`src/rtl/pec_cfg.svh`:
```
`ifndef PEC_CFG_SVH
`define PEC_CFG_SVH

// ===========================================================================
// Cluster dimensions
// ===========================================================================

// Width of one activation or weight element
`define DATA_WIDTH 8

// Channels per activation or weight vector
`define BLOCK_DEPTH 8

// Taps per kernel row, also the number of kernel rows
`define KERNEL_SIZE 3

// Partial sum width, wide enough for 9 dot products of 8 channels
`define PSUM_WIDTH 24

// Activation items in one row
`define ROW_LEN 16

// Psum RAM address width
`define PSUM_ADDR_WIDTH 4

`endif

```
`src/rtl/pecPkg.sv`:
```
`include "pec_cfg.svh"

package pecPkg;

    // One signed activation or weight element
    typedef logic signed [`DATA_WIDTH-1:0] dataT;

    // Channel vector, element 0 in the low bits
    typedef dataT [`BLOCK_DEPTH-1:0] vecT;

    // Full weight set, index is row * KERNEL_SIZE + tap
    typedef vecT [`KERNEL_SIZE*`KERNEL_SIZE-1:0] wgtSetT;

    // Signed partial sum
    typedef logic signed [`PSUM_WIDTH-1:0] psumT;

    // Psum RAM address
    typedef logic [`PSUM_ADDR_WIDTH-1:0] addrT;

    // Column index within one row
    typedef logic [$clog2(`ROW_LEN)-1:0] colT;

    // Channel index inside a MAC
    typedef logic [$clog2(`BLOCK_DEPTH)-1:0] elemT;

    // Controller states
    typedef enum logic [1:0] {
        WaitWgt,
        WaitAct,
        WaitFwd,
        EndBlk
    } ctrlStateT;

endpackage

```
`src/rtl/convRow.sv`:
```
module convRow (
    input  logic         clk,
    input  logic         rst_n,
    input  logic         start,
    input  pecPkg::vecT  act,
    input  pecPkg::vecT  wgt0,
    input  pecPkg::vecT  wgt1,
    input  pecPkg::vecT  wgt2,
    output pecPkg::psumT rowSum,
    output logic         done
);

    // Per tap dot products
    pecPkg::psumT tapRes0;
    pecPkg::psumT tapRes1;
    pecPkg::psumT tapRes2;
    logic         done0;
    logic         done1;
    logic         done2;

    // Finish detection
    logic         doneD;
    logic         finish;

    // Transposed window registers
    pecPkg::psumT stage1;
    pecPkg::psumT stage2;

    // =======================================================================
    // Tap MACs, all fed with the same activation column
    // =======================================================================

    macUnit tap0 (
        .clk    (clk),
        .rst_n  (rst_n),
        .start  (start),
        .wgt    (wgt0),
        .act    (act),
        .result (tapRes0),
        .done   (done0)
    );

    macUnit tap1 (
        .clk    (clk),
        .rst_n  (rst_n),
        .start  (start),
        .wgt    (wgt1),
        .act    (act),
        .result (tapRes1),
        .done   (done1)
    );

    macUnit tap2 (
        .clk    (clk),
        .rst_n  (rst_n),
        .start  (start),
        .wgt    (wgt2),
        .act    (act),
        .result (tapRes2),
        .done   (done2)
    );

    assign done = done0 & done1 & done2;

    // Rising edge of done marks a finished item
    always_ff @(posedge clk or negedge rst_n) begin
        if (!rst_n) begin
            doneD <= 1'b1;
        end else begin
            doneD <= done;
        end
    end

    assign finish = done & ~doneD;

    // =======================================================================
    // Sliding window along the row
    // =======================================================================

    // stage1 holds tap 0 of column c-1
    // stage2 holds tap 0 of c-2 plus tap 1 of c-1
    always_ff @(posedge clk) begin
        if (finish) begin
            stage1 <= tapRes0;
            stage2 <= stage1 + tapRes1;
        end
    end

    // Window ending at the current column, valid in the finish cycle
    assign rowSum = stage2 + tapRes2;

endmodule

```
`src/rtl/macUnit.sv`:
```
`include "pec_cfg.svh"

module macUnit (
    input  logic         clk,
    input  logic         rst_n,
    input  logic         start,
    input  pecPkg::vecT  wgt,
    input  pecPkg::vecT  act,
    output pecPkg::psumT result,
    output logic         done
);

    // =======================================================================
    // Element walk
    // =======================================================================

    logic                            busy;
    pecPkg::elemT                    elemIdx;
    pecPkg::elemT                    sel;
    pecPkg::dataT                    wgtElem;
    pecPkg::dataT                    actElem;
    logic signed [2*`DATA_WIDTH-1:0] prod;
    pecPkg::psumT                    acc;

    // Element 0 is multiplied in the start cycle itself
    assign sel     = start ? '0 : elemIdx;
    assign wgtElem = wgt[sel];
    assign actElem = act[sel];

    // Single shared signed multiplier
    assign prod = wgtElem * actElem;

    // Busy for BLOCK_DEPTH-1 cycles after start
    always_ff @(posedge clk or negedge rst_n) begin
        if (!rst_n) begin
            busy    <= 1'b0;
            elemIdx <= '0;
        end else if (start) begin
            busy    <= 1'b1;
            elemIdx <= pecPkg::elemT'(1);
        end else if (busy) begin
            elemIdx <= elemIdx + pecPkg::elemT'(1);
            // Last channel reached
            if (elemIdx == pecPkg::elemT'(`BLOCK_DEPTH - 1)) begin
                busy <= 1'b0;
            end
        end
    end

    // Accumulator, restarted with the first product
    always_ff @(posedge clk) begin
        if (start) begin
            acc <= pecPkg::psumT'(prod);
        end else if (busy) begin
            acc <= acc + pecPkg::psumT'(prod);
        end
    end

    assign result = acc;

    // Low from the start cycle on, high again once acc holds the full dot product
    assign done = ~busy & ~start;

    // Controller only starts a new item after every MAC reported done
    assert property (@(posedge clk) disable iff (!rst_n) start |-> !busy)
        else $error("macUnit: start received while still accumulating");

endmodule

```
`src/rtl/pecCtrl.sv`:
```
module pecCtrl (
    input  logic        clk,
    input  logic        rst_n,
    // Weight handshake
    input  logic        wgtRdy,
    output logic        wgtGet,
    // Upstream activation
    input  logic        upRdy,
    input  pecPkg::vecT upAct,
    input  logic        upFirstRow,
    input  logic        upLastCol,
    input  logic        upLastRow,
    output logic        upGet,
    // Downstream activation
    output logic        dnRdy,
    input  logic        dnGet,
    output pecPkg::vecT dnAct,
    output logic        dnFirstRow,
    output logic        dnLastCol,
    output logic        dnLastRow,
    // MAC side
    input  logic        macDone,
    output logic        start,
    output pecPkg::colT colIdx
);

    pecPkg::ctrlStateT state;
    pecPkg::ctrlStateT nextState;

    // =======================================================================
    // State machine
    // =======================================================================

    always_comb begin
        nextState = state;
        unique case (state)
            // Load a fresh weight set
            pecPkg::WaitWgt: begin
                if (wgtRdy) begin
                    nextState = pecPkg::WaitAct;
                end
            end
            // Take the next item once all MACs are free
            pecPkg::WaitAct: begin
                if (upGet) begin
                    nextState = pecPkg::WaitFwd;
                end
            end
            // Hold the item until the next cluster took it
            pecPkg::WaitFwd: begin
                if (dnGet) begin
                    if (dnLastCol && dnLastRow) begin
                        nextState = pecPkg::EndBlk;
                    end else begin
                        nextState = pecPkg::WaitAct;
                    end
                end
            end
            // Last item still computing, weights must not change yet
            pecPkg::EndBlk: begin
                if (macDone) begin
                    nextState = pecPkg::WaitWgt;
                end
            end
        endcase
    end

    // Handshake pulses and levels
    assign wgtGet = (state == pecPkg::WaitWgt) && wgtRdy;
    assign upGet  = (state == pecPkg::WaitAct) && upRdy && macDone;
    assign dnRdy  = (state == pecPkg::WaitFwd);

    // =======================================================================
    // Held item, start pulse and column count
    // =======================================================================

    always_ff @(posedge clk or negedge rst_n) begin
        if (!rst_n) begin
            state      <= pecPkg::WaitWgt;
            start      <= 1'b0;
            dnFirstRow <= 1'b0;
            // Behaves as if a row just ended, first item gets column 0
            dnLastCol  <= 1'b1;
            dnLastRow  <= 1'b0;
            colIdx     <= '0;
        end else begin
            state <= nextState;
            // MACs start the cycle after capture
            start <= upGet;
            if (upGet) begin
                dnFirstRow <= upFirstRow;
                dnLastCol  <= upLastCol;
                dnLastRow  <= upLastRow;
                // Restart counting after the previous lastCol item
                if (dnLastCol) begin
                    colIdx <= '0;
                end else begin
                    colIdx <= colIdx + pecPkg::colT'(1);
                end
            end
        end
    end

    // Activation payload
    always_ff @(posedge clk) begin
        if (upGet) begin
            dnAct <= upAct;
        end
    end

    // Weight load and item capture are in different states
    assert property (@(posedge clk) disable iff (!rst_n) !(wgtGet && upGet))
        else $error("pecCtrl: wgtGet and upGet in the same cycle");

    // Next cluster sees a steady offer until it takes it
    assert property (@(posedge clk) disable iff (!rst_n)
        dnRdy && !dnGet |=> dnRdy && $stable(dnAct))
        else $error("pecCtrl: downstream offer dropped or changed before dnGet");

endmodule

```
`src/rtl/pecTop.sv`:
```
`include "pec_cfg.svh"

module pecTop (
    input  logic           clk,
    input  logic           rst_n,
    // Weight distributor
    input  logic           wgtRdy,
    output logic           wgtGet,
    input  pecPkg::wgtSetT wgtIn,
    // Previous cluster
    input  logic           upRdy,
    input  pecPkg::vecT    upAct,
    input  logic           upFirstRow,
    input  logic           upLastCol,
    input  logic           upLastRow,
    output logic           upGet,
    // Next cluster
    output logic           dnRdy,
    input  logic           dnGet,
    output pecPkg::vecT    dnAct,
    output logic           dnFirstRow,
    output logic           dnLastCol,
    output logic           dnLastRow,
    // Psum RAM
    output logic           ramRdEn,
    output pecPkg::addrT   ramRdAddr,
    input  pecPkg::psumT   ramRdData,
    output logic           ramWrEn,
    output pecPkg::addrT   ramWrAddr,
    output pecPkg::psumT   ramWrData
);

    pecPkg::wgtSetT           wgt;
    logic                     start;
    pecPkg::colT              colIdx;
    logic [`KERNEL_SIZE-1:0]  rowDone;
    logic                     macDone;
    pecPkg::psumT             rowSum [`KERNEL_SIZE];
    logic                     rdPend;
    pecPkg::psumT             psumHold;
    pecPkg::psumT             ramPsum;
    pecPkg::psumT             total;

    // =======================================================================
    // Control and weights
    // =======================================================================

    pecCtrl ctrl (
        .clk        (clk),
        .rst_n      (rst_n),
        .wgtRdy     (wgtRdy),
        .wgtGet     (wgtGet),
        .upRdy      (upRdy),
        .upAct      (upAct),
        .upFirstRow (upFirstRow),
        .upLastCol  (upLastCol),
        .upLastRow  (upLastRow),
        .upGet      (upGet),
        .dnRdy      (dnRdy),
        .dnGet      (dnGet),
        .dnAct      (dnAct),
        .dnFirstRow (dnFirstRow),
        .dnLastCol  (dnLastCol),
        .dnLastRow  (dnLastRow),
        .macDone    (macDone),
        .start      (start),
        .colIdx     (colIdx)
    );

    wgtBank bank (
        .clk    (clk),
        .rst_n  (rst_n),
        .load   (wgtGet),
        .wgtIn  (wgtIn),
        .wgtOut (wgt)
    );

    // =======================================================================
    // Kernel rows, each works on the held item
    // =======================================================================

    for (genvar k = 0; k < `KERNEL_SIZE; k++) begin : gRow
        convRow row (
            .clk    (clk),
            .rst_n  (rst_n),
            .start  (start),
            .act    (dnAct),
            .wgt0   (wgt[`KERNEL_SIZE*k]),
            .wgt1   (wgt[`KERNEL_SIZE*k+1]),
            .wgt2   (wgt[`KERNEL_SIZE*k+2]),
            .rowSum (rowSum[k]),
            .done   (rowDone[k])
        );
    end

    // All nine MACs idle
    assign macDone = &rowDone;

    // Keep the read word, RAM output is only good the cycle after ramRdEn
    always_ff @(posedge clk or negedge rst_n) begin
        if (!rst_n) begin
            rdPend <= 1'b0;
        end else begin
            rdPend <= ramRdEn;
        end
    end

    always_ff @(posedge clk) begin
        if (rdPend) begin
            psumHold <= ramRdData;
        end
    end

    // Stored psum counts as zero on a first row
    assign ramPsum = dnFirstRow ? '0 : psumHold;

    // Three row windows plus the earlier partial sum
    always_comb begin
        total = ramPsum;
        for (int k = 0; k < `KERNEL_SIZE; k++) begin
            total = total + rowSum[k];
        end
    end

    psumPort port (
        .clk       (clk),
        .rst_n     (rst_n),
        .start     (start),
        .firstRow  (dnFirstRow),
        .lastCol   (dnLastCol),
        .macDone   (macDone),
        .colIdx    (colIdx),
        .sum       (total),
        .ramRdEn   (ramRdEn),
        .ramRdAddr (ramRdAddr),
        .ramWrEn   (ramWrEn),
        .ramWrAddr (ramWrAddr),
        .ramWrData (ramWrData)
    );

endmodule

```
`src/rtl/psumPort.sv`:
```
module psumPort (
    input  logic         clk,
    input  logic         rst_n,
    input  logic         start,
    input  logic         firstRow,
    input  logic         lastCol,
    input  logic         macDone,
    input  pecPkg::colT  colIdx,
    input  pecPkg::psumT sum,
    output logic         ramRdEn,
    output pecPkg::addrT ramRdAddr,
    output logic         ramWrEn,
    output pecPkg::addrT ramWrAddr,
    output pecPkg::psumT ramWrData
);

    logic doneD;
    logic finish;
    logic validCol;
    logic wrLast;

    // Columns 0 and 1 only fill the window, no output yet
    assign validCol = colIdx >= pecPkg::colT'(2);

    // =======================================================================
    // Read side
    // =======================================================================

    // First row has nothing stored yet
    assign ramRdEn = start && validCol && !firstRow;

    always_ff @(posedge clk or negedge rst_n) begin
        if (!rst_n) begin
            ramRdAddr <= '0;
        end else if (finish && lastCol) begin
            ramRdAddr <= '0;
        end else if (ramRdEn) begin
            ramRdAddr <= ramRdAddr + pecPkg::addrT'(1);
        end
    end

    // =======================================================================
    // Write side
    // =======================================================================

    // Rise of the combined done
    always_ff @(posedge clk or negedge rst_n) begin
        if (!rst_n) begin
            doneD <= 1'b1;
        end else begin
            doneD <= macDone;
        end
    end

    assign finish = macDone & ~doneD;

    // Write one cycle after finish, lastCol kept since the item may be replaced
    always_ff @(posedge clk or negedge rst_n) begin
        if (!rst_n) begin
            ramWrEn <= 1'b0;
            wrLast  <= 1'b0;
        end else begin
            ramWrEn <= finish && validCol;
            if (finish) begin
                wrLast <= lastCol;
            end
        end
    end

    // Window sum is only valid in the finish cycle
    always_ff @(posedge clk) begin
        if (finish) begin
            ramWrData <= sum;
        end
    end

    // Address follows each write, back to 0 after the row
    always_ff @(posedge clk or negedge rst_n) begin
        if (!rst_n) begin
            ramWrAddr <= '0;
        end else if (ramWrEn) begin
            if (wrLast) begin
                ramWrAddr <= '0;
            end else begin
                ramWrAddr <= ramWrAddr + pecPkg::addrT'(1);
            end
        end
    end

    // One write per item
    assert property (@(posedge clk) disable iff (!rst_n) ramWrEn |=> !ramWrEn)
        else $error("psumPort: ramWrEn longer than one cycle");

endmodule

```
`src/rtl/wgtBank.sv`:
```
module wgtBank (
    input  logic           clk,
    input  logic           rst_n,
    input  logic           load,
    input  pecPkg::wgtSetT wgtIn,
    output pecPkg::wgtSetT wgtOut
);

    // =======================================================================
    // Weight storage
    // =======================================================================

    // Nine vectors indexed by kernel row * 3 + tap
    // Row 0 sits in entries 0..2 and row 2 in entries 6..8
    // All vectors swap together so a block never sees mixed weights
    always_ff @(posedge clk or negedge rst_n) begin
        if (!rst_n) begin
            wgtOut <= '0;
        end else if (load) begin
            // Captured at the end of the wgtGet cycle
            wgtOut <= wgtIn;
        end
    end

endmodule

```
`config.mk`:
```
export PLATFORM = sky130hd
export DESIGN_NAME = pecTop
export DESIGN_NICKNAME = d
export VERILOG_FILES = /design/src/rtl/pecPkg.sv /design/src/rtl/convRow.sv /design/src/rtl/macUnit.sv /design/src/rtl/pecCtrl.sv /design/src/rtl/pecTop.sv /design/src/rtl/psumPort.sv /design/src/rtl/wgtBank.sv
export VERILOG_INCLUDE_DIRS = /design/src /design/src/rtl
export SDC_FILE = /design/constraint.sdc
export NUM_CORES = 2
export LEC_CHECK = 0
export BUFFER_PORTS_ARGS = -buffer_cell sky130_fd_sc_hd__buf_4
export CAP_MARGIN = 10
export CORE_UTILIZATION = 37
export CTS_BUF_LIST = sky130_fd_sc_hd__clkbuf_16
export DETAILED_ROUTE_END_ITERATION = 10
export PLACE_DENSITY = 0.57
export SLEW_MARGIN = 20
export SYNTH_ARGS = -nofsm -noshare
export SYNTH_HDL_FRONTEND = slang
export SYNTH_SLANG_ARGS = --single-unit
```
`constraint.sdc`:
```
create_clock -name clk -period 23.5 [get_ports clk]
set_input_delay 2.35 -clock clk [delete_from_list [all_inputs] [get_ports clk]]
set_output_delay 2.35 -clock clk [all_outputs]
set_load 0.01 [all_outputs]
```
## Word-level counts from Yosys, hierarchy flattened

Cells that the tools add are included.
Widths: inputs -> output; s select.

- Equal/unequal tests: 16
- Add/sub/neg operators: 30
- Magnitude comparators: 10
- Multiplexer cells: 119
- Bitwise logic cells: 33
- Multipliers: 9
- Reductions and logical operators: 22

Operators with widths:

| operator | number |
|---|---|
| $mux 24 | 19 |
| $bmux 8 s3 | 18 |
| $add 24x16->24 | 9 |
| $add 24x24->24 | 9 |
| $mul 8x8->16 | 9 |
| $mux 8 | 18 |
| $mux 3 | 27 |
| $lt 3x4->1 const B | 9 |
| $add 3x1->3 const B | 9 |
| $eq 3x3->1 const B | 9 |
| $mux 1 | 27 |
| $reduce_bool 2->1 | 10 |
| $and 1x1->1 | 19 |
| $mux 4 | 4 |
| $not 1->1 | 14 |
| $add 4x1->4 const B | 3 |
| $mux 2 | 5 |
| $logic_and 1x1->1 | 8 |
| $pmux 2 s4 | 1 |
| $ne 2x1->1 const B | 3 |
| $eq 2x2->1 const B | 2 |
| $ge 4x2->1 const B | 1 |
| $reduce_and 4->1 | 1 |
| $reduce_and 3->1 | 1 |
| other kinds (4) | 4 |

- Output and inout bits: 104
- Bits of input ports: 672
- Logic and storage cells: 369
- Flip-flop bits (word level): 1109

## Longest topological paths before layout

- Depth in word-level cells: 8
- Depth in mapped cells: 36
- Gate-level depth less buffers: 32

## Cells and area by module

From an unflattened synthesis, not the netlist that was laid out.

- Cells, all modules: 9014
- Area total of the unflattened synthesis: 93933.8 um2

Modules (own cells, without submodules):

| module | cells an instance | instances | sequential area each (um2) | area each (um2) |
|---|---|---|---|---|
| macUnit at gRow[1].row.tap2 ... | 700 | 4 | 820.8 | 5962.0 |
| wgtBank | 1216 | 1 | 14413.8 | 21627.0 |
| macUnit at gRow[0].row.tap2 ... | 629 | 2 | 820.8 | 5911.9 |
| convRow | 398 | 3 | 1467.7 | 3926.3 |
| macUnit at gRow[0].row.tap0 | 698 | 1 | 820.8 | 6034.5 |
| macUnit at gRow[0].row.tap1 | 649 | 1 | 820.8 | 5873.1 |
| macUnit at gRow[1].row.tap1 | 641 | 1 | 820.8 | 5741.8 |
| pecTop | 379 | 1 | 745.7 | 3530.9 |
| pecCtrl | 104 | 1 | 2173.3 | 2416.1 |
| psumPort | 75 | 1 | 997.2 | 1260.0 |

## Worst setup path after synthesis

No wires, ideal clock.

- Kind: input to output
- Start: input upRdy
- End: output upGet
- Stages on the path: 2
- Slack: 13990 ps
- Arrival: 7160 ps
- Path buffers: 0
- Required time: 21150 ps
- Cells stage by stage: nand2_1 > nor3_1

- Longest elaborated chain between the ends: 2

RTL lines:

| item | line | text |
|---|---|---|
| start: declaration | pecTop.sv:11 | `input logic upRdy,` |
| $logic_and 1x1->1 (2 in a row) | pecCtrl.sv:70 | `assign upGet = (state == pecPkg::WaitAct) && upRdy && macDone;` |
| end: declaration | pecTop.sv:16 | `output logic upGet,` |

No other way between the ends.

## Worst setup path after layout

- Start: register ctrl.start
- End: register gRow[1].row.tap1.acc[23], data pin

- Longest elaborated chain between the ends: 7
- Elaborated cells between the ends (all ways): 9
- Those cells by class: 1 x add/sub; 1 x mul; 7 x mux

RTL lines:

| item | line | text |
|---|---|---|
| start: declaration | pecCtrl.sv:23 | `output logic start,` |
| start signal: assignment | pecCtrl.sv:89 | `start <= upGet;` |
| $mux 3 | macUnit.sv:26 | `assign sel = start ? '0 : elemIdx;` |
| $bmux 8 s3, on equally long branches | macUnit.sv:27, macUnit.sv:28 |  |
| $mux 8, on equally long branches | macUnit.sv:27, macUnit.sv:28 |  |
| $mul 8x8->16 | macUnit.sv:31 | `assign prod = wgtElem * actElem;` |
| $add 24x16->24 | macUnit.sv:55 | `acc <= acc + pecPkg::psumT'(prod);` |
| $mux 24 | macUnit.sv:54 | `end else if (busy) begin` |
| $mux 24 (*) | macUnit.sv:52 | `if (start) begin` |
| end signal: assignment | macUnit.sv:53 | `acc <= pecPkg::psumT'(prod);` |
| end signal: assignment | macUnit.sv:55 |  |
| end: declaration | macUnit.sv:23 | `pecPkg::psumT acc;` |

Every way passes the cells marked *; elsewhere a longest branch is shown, timed or not. The select of a mux whose other input is x is not followed.
A chain may end at the register's enable or synchronous reset.

==> summary.txt <==
CTS
  • Post-CTS Setup Repair Bufs: 0
  • CTS tree: built
  • Bufs on Longest Clock Path: 3
  • CTS HTree Levels: 4
  • Cts repair resizes: 0
  • CTS Root Cell: clkbuf_16
  • Hold Buf Count CTS: 0
  • Clock Pin Slew Worst Setup and Hold Paths: 60 ps
  • CTS buffer count: 133
  • Latest clock arrival within the worst-skew pair: 840 ps
  • CTS Sinks: 1109

Synth
  • Register bit total from synthesis: 1109
  • Sequential fraction of the synthesis area: 34.31%
  • Main synth FF type: dfrtp_1
  • Cells after synthesis: 7726
  • Synth warn: 0
  • Post-synth EDFFs: 472
  • Ys async rst share: 57.44%
  • Post-synthesis cell area: 87790 sq um
  • Post-synth net total: 9619
  • Mean Syn Cell Area: 11.36 sq um
  • Cell variety after synth: 95

Floorplan
  • Placeable core area: 235600 sq um
  • Initial Util: 37.26%
  • Die Span X: 489.1 microns
  • I/O pin cnt: 776
  • Die area: 239200 sq um
  • Chip Height: 489.1 microns
  • Num rows: 178

STA
  • Final hold slack: 445.0 ps
  • RSZ-0062 raised after global routing: no
  • Skew final: 58.67 ps
  • Worst-Margin Slew: 1119 ps
  • Relative slew slack: 23.24%
  • Final period util: 42.88%
  • Final setup violation count: 0
  • Fmax: 99.23 MHz
  • Hold Vio Cnt, Final: 0
  • Fin crit period: 10080 ps
  • Final setup TNS: 0 ps
  • Max Slew Vio Count: 0

GRT
  • First-pass GRT wire length: 425100 microns
  • Initial antenna violation count: 35
  • GRT Overall Usage: 24.13%
  • Vias in the first global route: 64180
  • Largest net degree at the start of global routing: 155
  • Remaining global-route overflow: 0

Worst setup path
  • Slowest stage delay, CP: 1020 ps
  • Worst EP required: 24030 ps
  • Crit path kind: reg2reg
  • CP endpoint kind: flop
  • RR Endpoint: gRow[1].row.tap1.result[23]$_DFFE_PP_
  • R2R Setup Slk: 13420 ps
  • R2r startpoint: ctrl.start$_DFF_PN0_
  • Crit path capture: gRow[1].row.tap1.result[23]$_DFFE_PP_
  • Reg2Reg Depth: 32
  • Worst setup SP type: flop
  • Worst path slowest cell: mux2i_1
  • Worst endpoint data arrival time: 10610 ps
  • CP Max Fanout: 85
  • Worst setup startpoint: ctrl.start$_DFF_PN0_

Placement
  • Port Buf Inserts: 775
  • Area after DPL: 97980 sq um
  • Hpwl dp: 229000 microns
  • Placer Congestion: 0.9114
  • Placed cell count: 11580

Layout
  • Non-filler cells, final: 11850
  • Design Area, Final: 102300 sq um
  • Area growth syn-to-layout: 16.53%
  • Share of layout cells above drive strength 1: 25.90%
  • Nets: 10460

Job
  • Max cap viols: 0

Route
  • Iter 0 DRT Violations: 4954
  • Routed vias: 62820
  • Drt first pass iters: 6
  • DRC violations left: 0
  • WL final: 290100 microns
  • Routed WL per cell: 24.49 microns
  • DR vias/cell: 5.303
  • Antenna Nets Post-Route: 0

Min path
  • Worst min path class: reg2reg

Run status
  • Status: finished, final reports clean
-- critical path, delay by kind of cell (launching register included) --
family	cells	cell delay [ps]
AOI/OAI and AO/OA	11	2070
adders and majority gates	6	2710
DFF	1	700
muxes	1	1020
and+or+nand+nor	5	1510
buffers and inverters	7	1260
xor gates and xnor gates	2	440
-- cell families (layout without fill, tap and decap cells) --
group                      after synthesis  count (layout)  synth area share, %
adders and majority gates             1221            1221                22.77
muxes                                 1038            1038                16.44
buffers and inverters                 1256            2203                5.477
xor gates and xnor gates               397             397                3.961
other                                    0              23                    0
AOI/OAI and AO/OA                     1136            1136                8.452
DFF                                   1109            1109                34.31
and+or+nand+nor                       1569            1569                8.587
-- sequential cells by signal (all words and copies together) (netlist names), 24 cells and up --
signal / flops
gRow.row.tap0.result: 72
ctrl.dnAct: 64
gRow.row.tap1.result: 72
gRow.row.tap2.result: 72
port.ramWrData: 24
gRow.row.stage1: 72
gRow.row.stage2: 72
bank.wgtOut: 576
psumHold: 24
-- cell type report --
type                            count  area [sq um]
Antenna cell                       23         57.56
Sequential cell                  1109         30130
Fill cell                       22290        133300
Multi-Input combinational cell   5361         53030
Clock buffer                      135          3378
Inverter                         1035          3887
Timing Repair Buffer              927          7024
Clock inverter                    106         842.1
Tap cell                         3150          3941
-- through the flow --
step	setup WS, ps	util (%)
floorplan	13990	-
global placement	13600	41.57
detailed placement	13490	41.58
CTS	13380	43.37
global route	12970	43.40
finish	13420	43.41
-- placed cells by master, fill, tap and decap left out, types with 135 or more instances in the layout --
| cell | n |
|---|---|
| inv_1 | 1059 |
| buf_4 | 921 |
| fa_1 | 628 |
| dfrtp_1 | 627 |
| mux2_2 | 609 |
| nor2_1 | 597 |
| ha_1 | 593 |
| edfxtp_1 | 472 |
| a21oi_1 | 302 |
| mux4_2 | 262 |
| xnor2_1 | 261 |
| nand2_1 | 257 |
| o21ai_0 | 239 |
| or2_2 | 163 |
| mux2i_1 | 150 |
| a21o_1 | 135 |
| clkbuf_16 | 135 |
-- routing by layer --
layer	global-route usage (%)	wire, microns	vias up
li1	-	-	28590
met1	32.07	124900	31720
met2	38.48	134700	2052
met3	5.386	20120	440
met4	8.723	10210	22
met5	0	142	-
-- worst min-delay path by stage --
stage                                               start  depth (start not counted)                          endpoint  slack (ps)
finish              gRow[1].row.tap0.result[19]$_DFFE_PP_                          0  gRow[1].row.stage1[19]$_DFFE_PP_         440
global route        gRow[1].row.tap0.result[19]$_DFFE_PP_                          0  gRow[1].row.stage1[19]$_DFFE_PP_         460
CTS                 gRow[1].row.tap0.result[19]$_DFFE_PP_                          0  gRow[1].row.stage1[19]$_DFFE_PP_         440
detailed placement  gRow[1].row.tap0.result[18]$_DFFE_PP_                          0  gRow[1].row.stage1[18]$_DFFE_PP_         450
global placement     gRow[2].row.tap0.result[0]$_DFFE_PP_                          0   gRow[2].row.stage1[0]$_DFFE_PP_         450
floorplan            gRow[0].row.tap0.result[0]$_DFFE_PP_                          0   gRow[0].row.stage1[0]$_DFFE_PP_         430
-- synth_stat cells, types with 7 or more instances --
library cell	number	area, sq um
a31o_2	8	70.07
nand3_1	75	375.4
xnor2_1	263	2303
a211oi_1	93	698.2
a21o_1	135	1013
o22ai_1	10	62.56
o21a_1	51	382.9
xor2_1	134	1174
o41ai_1	7	61.31
and3_1	38	237.7
edfxtp_1	472	14170
and2_1	15	93.84
nand2_1	260	975.9
or3_1	44	275.3
fa_1	628	12570
a31oi_1	26	162.7
o31a_1	8	70.07
buf_2	53	265.3
ha_1	593	7420
nand4_1	28	175.2
clkbuf_1	135	506.7
mux4_2	262	5901
mux2_2	609	6858
buf_1	27	101.4
o211ai_1	19	142.6
or2_2	163	1020
dfrtp_1	632	15820
inv_1	1035	3885
nor4b_1	7	61.31
a211o_1	14	122.6
nor3b_1	9	67.56
mux2i_1	167	1672
nor2b_1	142	888.4
a21boi_0	8	60.06
nor3_1	101	505.5
nor2_1	599	2248
o21ai_1	14	70.07
a21oi_1	302	1511
nor4_1	16	100.1
o2111ai_1	21	183.9
o21ai_0	240	1201
nand2b_1	42	262.8
o31ai_1	34	255.2
o21bai_1	64	480.5
Power is not shown: default switching activity piles up to over one toggle a cycle in this logic, so the estimate is an artifact.
